File: src/logic/cpu_pkg.sv
package cpu_pkg;

	// Datapath width
	localparam int WORD_W = 16;
	// Register file sizing
	localparam int REG_AW = 4;
	localparam int NUM_REGS = 1 << REG_AW;
	// Program store sizing, in instruction words
	localparam int PROG_DEPTH = 256;
	localparam int PROG_AW = $clog2(PROG_DEPTH);
	// PC moves in bytes, one instruction is two bytes
	localparam int PC_STEP = 2;
	// Load-immediate field width
	localparam int IMM_W = 8;

	typedef logic [WORD_W-1:0] word_t;
	typedef logic [WORD_W-1:0] uword;
	typedef logic [WORD_W-1:0] instr_t;
	typedef logic [REG_AW-1:0] reg_addr_t;
	typedef logic [PROG_AW-1:0] prog_addr_t;

	// Major opcode in instruction bits 15..12
	typedef enum logic [3:0] {
		OP_NOP  = 4'h0,
		OP_ALU  = 4'h1,
		OP_LI   = 4'h2,
		OP_SKEQ = 4'h3,
		OP_HALT = 4'hf
	} opcode_t;

	// ALU function, same encoding as the func field in bits 3..0
	typedef enum logic [3:0] {
		ADD    = 4'h0,
		SUB    = 4'h1,
		AND    = 4'h2,
		OR     = 4'h3,
		XOR    = 4'h4,
		SHL1   = 4'h5,
		SHR1   = 4'h6,
		PASS_B = 4'h7
	} alu_ctrl_e;

	// Decode to execute
	typedef struct packed {
		logic      valid;
		opcode_t   opcode;
		alu_ctrl_e alu_ctrl;
		reg_addr_t dest;
		reg_addr_t r1;
		reg_addr_t r2;
		word_t     imm;
	} ex_ctrl_t;

	// Register write-back, valid only for instructions that write
	typedef struct packed {
		logic      valid;
		reg_addr_t addr;
		word_t     data;
	} wb_t;

	// Empty execute slot
	localparam ex_ctrl_t EX_BUBBLE = '{
		valid:    1'b0,
		opcode:   OP_NOP,
		alu_ctrl: ADD,
		default:  '0
	};

endpackage

File: src/logic/hazard_detection_unit.sv
module hazard_detection_unit (
	input  cpu_pkg::ex_ctrl_t ctrl,
	input  cpu_pkg::word_t    a_reg,
	input  cpu_pkg::word_t    b_reg,
	input  cpu_pkg::wb_t      stage_b,
	output cpu_pkg::word_t    a,
	output cpu_pkg::word_t    b
);

	// Forward select per source
	logic fwd_a;
	logic fwd_b;

	// Stage B holds the result of the instruction right ahead
	// Its valid already means a register is written
	assign fwd_a = stage_b.valid && (stage_b.addr == ctrl.r1);
	assign fwd_b = stage_b.valid && (stage_b.addr == ctrl.r2);

	// Older results came through the register file write-through
	assign a = fwd_a ? stage_b.data : a_reg;
	assign b = fwd_b ? stage_b.data : b_reg;

endmodule

File: config.mk
export PLATFORM = sky130hd
export DESIGN_NAME = hazard_detection_unit
export DESIGN_NICKNAME = d
export VERILOG_FILES = /design/src/logic/cpu_pkg.sv /design/src/logic/hazard_detection_unit.sv
export SDC_FILE = /design/constraint.sdc
export NUM_CORES = 1
export LEC_CHECK = 0
export BUFFER_PORTS_ARGS = -buffer_cell sky130_fd_sc_hd__buf_2
export CAP_MARGIN = 40
export CORE_MARGIN = 4
export CORE_UTILIZATION = 23
export DETAILED_ROUTE_END_ITERATION = 7
export GPL_TIMING_DRIVEN = 0
export PLACE_DENSITY = 0.83
export SYNTH_ARGS = -nofsm -noshare
export SYNTH_HDL_FRONTEND = slang
export SYNTH_SLANG_ARGS = --single-unit
File: constraint.sdc
create_clock -name vclk -period 2.05
set_input_delay 0.3075 -clock vclk [all_inputs]
set_output_delay 0.3075 -clock vclk [all_outputs]
set_load 0.005 [all_outputs]
; ---- Word-level counts from Yosys, hierarchy flattened
; Index checks and enable logic that the tools add are counted.
; Widths: inputs -> output; s select.
[op_classes]
n_mul = 0
add_sub_neg = 0
div = 0
muxes = 2
n_lt_le_gt_ge = 0
bitwise = 0
shift = 0
reduce_logical = 2
eq_ne = 2
[op_table]
columns = op, n
row1 = $mux 16, 2
row2 = $eq 4x4->1, 2
row3 = $logic_and 1x1->1, 2
[totals]
reg_bits = 0
wordCells = 6
mem_bits_rw = 0
latchBits = 0
in_bits = 90
out_inout_bits = 32
mem_bits_ro = 0
n_memories = 0

; ---- Logic depth before layout (Yosys ltp)
; Gate-level depths: netlist of the first run.
[depth]
ltp_word = 3
depth_mapped = 5
mapped_depth_nobuf = 4

; ---- Worst setup path before layout of the first run
; Ideal clock, no wire load.
[synth_timing]
path_kind = input to output
startpoint = in stage_b[16] in the netlist's numbering
endpoint = out a[10]
arrival_time_ns = 1.469
path_slack_ns = 0.273
path_buffers = 1
cell_stages = 4
required_time_ns = 1.742
path_cell_list = xor2_1 nor4_4 buf_6 mux2_2
[synth_between]
elab_chain_cells = 3
[synth_rtl]
columns = item, line
row1 = from (decl), hazard_detection_unit.sv:5  ; input cpu_pkg::wb_t stage_b,
row2 = $eq 4x4->1, hazard_detection_unit.sv:16  ; assign fwd_a = stage_b.valid && (stage_b.addr == ctrl.r1);
row3 = $logic_and 1x1->1, hazard_detection_unit.sv:16
row4 = $mux 16, hazard_detection_unit.sv:20  ; assign a = fwd_a ? stage_b.data : a_reg;
row5 = to (decl), hazard_detection_unit.sv:6  ; output cpu_pkg::word_t a,
; No other way between the ends.

; ---- Worst setup path after layout of the first run
[layout_timing]
startpoint = in stage_b[17] in the netlist's numbering
endpoint = out b[6]
[layout_between]
elab_chain_cells = 3
[layout_rtl]
columns = item, line
row1 = $eq 4x4->1, hazard_detection_unit.sv:17  ; assign fwd_b = stage_b.valid && (stage_b.addr == ctrl.r2);
row2 = $logic_and 1x1->1, hazard_detection_unit.sv:17
row3 = $mux 16, hazard_detection_unit.sv:21  ; assign b = fwd_b ? stage_b.data : b_reg;
row4 = to (decl), hazard_detection_unit.sv:7  ; output cpu_pkg::word_t b
; No other way between the ends.

==> results.sh, run 1 <==
export IMPL_nFillCells=204
export IMPL_ys_warn_count=0
export IMPL_grt_setup_unrepaired="no"
export IMPL_io_buffers=93
export IMPL_ios=122
export IMPL_routed_wl_um=2328
export IMPL_num_rows=16
export IMPL_remaining_drc_errors=0
export IMPL_design_seq_count=0
export IMPL_synth_top_area_cell="mux2_2"
export IMPL_n_clock_buffer=0
export IMPL_max_cap_violations=0
export IMPL_fp_coreArea_mm2=0.002022
export IMPL_grt_overflow_total=0
export IMPL_fin_crit_sh=0.9332
export IMPL_vdd_ir_drop_worst_mv=0.07854
export IMPL_initial_core_util=0.2488
export IMPL_grt_pass1_vias=706
export IMPL_area_growth_pct=103.7
export IMPL_synth_area_leaders="mux2_2 72%, xor2_1 10%, nor4_4 8.5%, buf_6 4.5%, xnor2_1 3.5%"
export IMPL_p_sw_frac=0.3890
export IMPL_gp_congestion=0.5832
export IMPL_tightest_slew_ns=0.2782
export IMPL_dr_pass1_iters=2
export IMPL_grt_first_pass_wirelength_um=2987
export IMPL_syn_num_nets=136
export IMPL_max_slew_margin=0.8131
export IMPL_crit_type="in2out"
export IMPL_p_sw_uw=74.23
export IMPL_die_width_um=54.77
export IMPL_final_cells=169
export IMPL_cp_start_kind="primary input"
export IMPL_die_area_mm2=0.002999
export IMPL_synth_top_family_by_area="multiplexers"
export IMPL_internal_power_uw=116.6
export IMPL_synth_top_area_frac=0.7164
export IMPL_yosys_cell_count_top_type="mux2_2"
export IMPL_nets=234
export IMPL_hold_class="in2out"
export IMPL_period_needed_ns=1.913
export IMPL_cp_data_required_time_ns=1.74
export IMPL_syn_area_per_cell_um2=10.93
export IMPL_dp_cells=166
export IMPL_crit_path_end_kind="primary output"
export IMPL_synth_cells=46
export IMPL_synth_compound_area_frac=0
export IMPL_grt_max_degree=11
export IMPL_drt_iter0_markers=4
export IMPL_syn_area_um2=503.0
export IMPL_antenna_left=0
export IMPL_antenna_found_initial=0
export IMPL_crit_start="stage_b[17]"
export IMPL_synthSimpleGateAreaFrac=0.09950
export IMPL_drive_gt1_frac=0.9296
export IMPL_hpwl_um=2115
export IMPL_synthAdderAreaFrac=0
export IMPL_muxShareOfSynthArea=0.7164
export IMPL_synthTopCellsByCount="32 x mux2_2, 6 x xor2_1"
export IMPL_final_hold_violation_count=0
export IMPL_crit_fanout=10
export IMPL_max_freq_mhz=522.8
export IMPL_wire_per_inst_um=13.78
export IMPL_n_antenna_cell=0
export IMPL_die_y_um=54.77
export IMPL_power_density_mw_per_mm2=186.2
export IMPL_ys_types=6
export IMPL_comb_power_share=1.000
export IMPL_pwr_share_clk=0
export IMPL_ys_seq_area_frac=0
export IMPL_grtUsageTotal=0.1309
export IMPL_hp_start="b_reg[3]"
export IMPL_cp_arrival_ns=1.61
export IMPL_fin_util=0.5068
export IMPL_p_leak_uw=0.0005477
export IMPL_vias=743
export IMPL_setup_violations=0
export IMPL_maxSlewViolCount=0
export IMPL_viasPerCell=4.396
export IMPL_p_seq_frac=0
export IMPL_status="completed"
export IMPL_synthXorXnorAreaFrac=0.1393
export IMPL_register_area_um2=0
[power groups by stage]
stage	registers [uW]	clock network (uW)	logic, uW
final	0	0	191
after global routing	0	0	210
after CTS	0	0	194
after detailed placement	0	0	190
after global placement	0	0	184
after floorplan	0	0	81.6
[metrics by stage]
stage	setup slack, ns	instance area, um2	TNS [ns]	hold WS [ns]	total power [uW]
CTS	0.02665	1025	0	0.9140	194.4
finish	0.1370	1025	0	0.9093	190.8
global route	0.05248	1025	0	0.9249	209.6
floorplan	0.2731	503.0	0	0.7436	81.57
detailed placement	-0.1245	1002	-2.214	0.9116	190.1
global placement	-0.1114	1002	-2.046	0.9086	184.4
[cell type report]
type,instances,area [um2],share of cell area
repair buffers,96,488.0,0.4762
multi-input cells,44,480.5,0.4689
well taps,27,33.78,0.03297
plain buffers,2,22.52,0.02198
[repair_timing]
action / in CTS / in global routing
endpoints found under the setup margin: 20 / 32
pin swaps: 2 / 2
resized for setup: 0 / 0
gates cloned: 0 / 0
buffers inserted: 3 / 0
hold buffers: 0 / 0
[worst max-delay path, stage by stage]
cell and delay, ns:
buf_2 0.11, xor2_1 0.18, nor4_4 0.34, buf_6 0.20, mux2_2 0.34, buf_2 0.13
[layout by cell type, fill, tap and decap left out, drive strengths merged]
cell type,synthesis,layout
mux2,32,32
xor2,6,6
xnor2,2,2
nor4,2,2
buf,2,98
nand2,2,2
[cell families after synthesis]
group	after synthesis
muxes	32
xor gates and xnor gates	8
and+or+nand+nor	4
buffers and inverters	2
[routing by layer]
| metal | vias up | track usage | wire [um] |
|---|---|---|---|
| met4 | 0 | 0.008299 | 0 |
| met1 | 328 | 0.1154 | 652 |
| met2 | 47 | 0.2953 | 1322 |
| met3 | 0 | 0.02725 | 353 |
| met5 | - | 0 | 0 |
| li1 | 368 | - | - |
[final timing paths]
kind	end	slack, ns	depth (start not counted)
worst max-delay path	b[6]	0.14	6
worst min-delay path	b[3]	0.91	3
No activity file was read; power rests on OpenSTA's default activity.
==> inputs of run 2 (changes only) <==
Settings changed: REMOVE_ABC_BUFFERS set to 1.
==> run 2 against run 1 <==
Effect of this change: wire length is 10% lower; critical path depth is the same; cell count shrank 0.59%; power fell by 1.2%; largest power group unchanged.
==> results.sh, run 2 (same netlist as run 1, synthesis figures left out) <==
export IMPL_fin_util=0.5068
export IMPL_drt_iter0_markers=1
export IMPL_setup_violations=0
export IMPL_crit_fanout=9
export IMPL_max_freq_mhz=513.9
export IMPL_io_buffers=93
export IMPL_drive_gt1_frac=0.9291
export IMPL_fin_area_mm2=0.001025
export IMPL_grt_first_pass_wirelength_um=3001
export IMPL_wire_per_inst_um=12.45
export IMPL_final_hold_violation_count=0
export IMPL_grtUsageTotal=0.1303
export IMPL_internal_power_uw=116.5
export IMPL_max_cap_violations=0
export IMPL_p_seq_frac=0
export IMPL_gp_congestion=0.5985
export IMPL_viasPerCell=4.345
export IMPL_antenna_left=0
export IMPL_crit_type="in2out"
export IMPL_p_sw_frac=0.3823
export IMPL_final_common_cell="buf_2"
export IMPL_die_y_um=54.77
export IMPL_design_seq_count=0
export IMPL_place_area_mm2=0.001002
export IMPL_nets=233
export IMPL_crit_start="stage_b[17]"
export IMPL_antenna_found_initial=0
export IMPL_n_antenna_cell=0
export IMPL_register_area_um2=0
export IMPL_max_slew_margin=0.8031
export IMPL_vias=730
export IMPL_cp_start_kind="primary input"
export IMPL_die_area_mm2=0.002999
export IMPL_n_clock_buffer=0
export IMPL_dr_pass1_iters=2
export IMPL_ios=122
export IMPL_remaining_drc_errors=0
export IMPL_initial_core_util=0.2488
export IMPL_grt_pass1_vias=758
export IMPL_cp_arrival_ns=1.64
export IMPL_pwr_share_clk=0
export IMPL_finalHoldWorstSlack_ns=0.9084
export IMPL_vdd_ir_drop_worst_mv=0.09243
export IMPL_crit_path_end_kind="primary output"
export IMPL_cp_data_required_time_ns=1.74
export IMPL_routed_wl_um=2091
export IMPL_area_growth_pct=103.7
export IMPL_num_rows=16
export IMPL_maxSlewViolCount=0
export IMPL_grt_max_degree=10
export IMPL_period_needed_ns=1.946
export IMPL_die_width_um=54.77
export IMPL_hp_start="b_reg[14]"
export IMPL_status="completed"
export IMPL_power_density_mw_per_mm2=184.0
export IMPL_preCtsSetupSlack_ns=-0.1735
export IMPL_tightest_slew_ns=0.2932
export IMPL_hpwl_um=1954
export IMPL_p_leak_uw=0.0005438
export IMPL_fp_coreArea_mm2=0.002022
export IMPL_final_cell_mix="93 x buf_2, 32 x mux2_2, 6 x xor2_1"
export IMPL_hold_class="in2out"
export IMPL_fin_crit_sh=0.9492
export IMPL_grt_overflow_total=0
export IMPL_p_sw_uw=72.08
export IMPL_dp_cells=166
export IMPL_worst_slack_ns=0.1041
export IMPL_grt_setup_unrepaired="no"
export IMPL_holdBufCountCts=0
export IMPL_final_cells=168
export IMPL_comb_power_share=1.000
run 2: changes by cell type in the layout (fill, tap and decap cells not counted):
cell	delta
buf_4	-3
buf_6	+2
run 2: path summary, 6_finish.rpt:
path / cells past startpoint / slack [ns] / endpoint
max: 6 / 0.10 / b[0]
min: 3 / 0.91 / b[14]
run 2: stage by stage:
step / total power [uW] / setup TNS [ns]
2_1_floorplan: 79.11 / 0
3_3_place_gp: 180.2 / -9.909
3_5_place_dp: 189.1 / -2.845
4_1_cts: 192.3 / 0
5_1_grt: 208.8 / 0
6_report: 188.6 / 0
run 2: critical path, cell delays in order:
cell and delay (ns):
buf_2 0.11, xor2_1 0.18, nor4_4 0.36, buf_6 0.20
mux2_2 0.34, buf_2 0.13
run 2: power groups by stage:
stage / clock (uW) / sequential [uW] / combinational (uW)
after global placement: 0 / 0 / 180
after global routing: 0 / 0 / 209
after detailed placement: 0 / 0 / 189
final: 0 / 0 / 189
after CTS: 0 / 0 / 192
after floorplan: 0 / 0 / 79.1
run 2: layout make-up:
type	count	area, um2
Timing Repair Buffer	97	510.5
Fill cell	199	997.2
Multi-Input combinational cell	44	480.5
Tap cell	27	33.78
run 2: repair_timing:
action	CTS	global route
setup buffers	2	0
pin swaps	2	2
resized for setup	0	2
setup endpoints to repair	22	25
hold endpoints to repair	0	0
run 2: layer usage:
metal | share of wire | global-route usage
met5 | 0 | 0
met4 | 0 | 0
met3 | 0.14 | 0.02997
met2 | 0.57 | 0.2953
met1 | 0.29 | 0.1154
==> inputs of run 3 (changes only) <==
Settings changed: PLACE_DENSITY 0.83 to unset, PLACE_DENSITY_LB_ADDON set to 0.15.
==> run 3 against run 2 <==
Effect of this change: combinational power about the same; critical path depth unchanged; sequential share of layout area unchanged; highest routed layer unchanged; worst setup slack improved by 0.040 ns; largest cell class unchanged; count of clock-buffer cells in the layout unchanged; via count decreased by 0.55%; final area unchanged; power decreased by 0.97%; global-route usage decreased by 0.84 points.
==> results.sh, run 3 (same netlist as run 1, synthesis figures left out) <==
export IMPL_final_hold_violation_count=0
export IMPL_nets=233
export IMPL_die_area_mm2=0.002999
export IMPL_multi_input_area_um2=480.5
export IMPL_fin_crit_sh=0.9296
export IMPL_gp_congestion=0.5941
export IMPL_hpwl_um=1859
export IMPL_vias=726
export IMPL_routed_wl_um=1995
export IMPL_num_rows=16
export IMPL_cp_data_required_time_ns=1.74
export IMPL_vdd_ir_drop_worst_mv=0.08263
export IMPL_max_freq_mhz=524.8
export IMPL_crit_path_end_kind="primary output"
export IMPL_grt_max_degree=10
export IMPL_n_clock_buffer=0
export IMPL_fin_util=0.5068
export IMPL_nFillCells=212
export IMPL_p_leak_uw=0.0005438
export IMPL_grt_first_pass_wirelength_um=2877
export IMPL_tightest_slew_ns=0.2763
export IMPL_antenna_found_initial=0
export IMPL_die_y_um=54.77
export IMPL_max_cap_violations=0
export IMPL_cp_start_kind="primary input"
export IMPL_viasPerCell=4.321
export IMPL_remaining_drc_errors=0
export IMPL_initial_core_util=0.2488
export IMPL_drive_gt1_frac=0.9291
export IMPL_cp_arrival_ns=1.60
export IMPL_n_antenna_cell=0
export IMPL_crit_fanout=9
export IMPL_dr_pass1_iters=1
export IMPL_status="completed"
export IMPL_final_common_cell="buf_2"
export IMPL_final_cell_mix="93 x buf_2, 32 x mux2_2, 6 x xor2_1"
export IMPL_design_seq_count=0
export IMPL_die_width_um=54.77
export IMPL_ios=122
export IMPL_tns_ns=0
export IMPL_io_buffers=93
export IMPL_fp_coreArea_mm2=0.002022
export IMPL_worst_slack_ns=0.1444
export IMPL_total_power_uw=186.7
export IMPL_hold_class="in2out"
export IMPL_setup_violations=0
export IMPL_area_growth_pct=103.7
export IMPL_drt_iter0_markers=0
export IMPL_crit_type="in2out"
export IMPL_grt_pass1_vias=736
export IMPL_wire_per_inst_um=11.88
export IMPL_grt_setup_unrepaired="no"
export IMPL_period_needed_ns=1.906
export IMPL_preCtsSetupSlack_ns=-0.1944
export IMPL_power_density_mw_per_mm2=182.2
export IMPL_maxSlewViolCount=0
export IMPL_finalHoldWorstSlack_ns=0.9093
export IMPL_grtUsageTotal=0.1219
export IMPL_grt_overflow_total=0
export IMPL_antenna_left=0
export IMPL_register_area_um2=0
export IMPL_max_slew_margin=0.8144
-- run 3: routing by layer --
metal,vias to the layer above,global-route usage,part of all wire
met4,0,0,0
li1,363,-,-
met5,-,0,0
met3,0,0.01635,0.12
met1,318,0.1266,0.32
met2,45,0.2618,0.56
-- run 3: where the power goes --
part	leakage, uW	internal, uW	total (uW)	switching, uW
Clock	0	0	0	0
Sequential	0	0	0	0
Combinational	0.000544	116	187	70.3
-- run 3: cell type report --
type                            instances  area share
Multi-Input combinational cell         44      0.4689
Tap cell                               27     0.03297
Timing Repair Buffer                   97      0.4982
-- run 3: critical path: stages --
cell and delay, ns:
buf_2 0.12, xor2_1 0.18, nor4_4 0.34, buf_6 0.19, mux2_2 0.33, buf_2 0.13
-- run 3: repair_timing --
| action | in CTS | in global routing |
|---|---|---|
| setup buffers | 2 | 0 |
| pin swaps | 2 | 2 |
| setup endpoints to repair | 29 | 27 |
| resized for setup | 0 | 2 |
| endpoints found under the hold margin | 0 | 0 |
| hold buffers | 0 | 0 |
| gates cloned | 0 | 0 |
-- run 3: worst paths after layout --
| kind | startpoint | end | slack (ns) | cells past startpoint |
|---|---|---|---|---|
| min | b_reg[8] | b[8] | 0.91 | 3 |
| max | stage_b[17] | b[15] | 0.14 | 6 |
-- run 3: per-stage QoR --
step	instance area (um2)	instances
floorplan	480.5	44
global placement	979.7	164
detailed placement	1002	166
CTS	1017	168
global route	1025	168
finish	1025	168
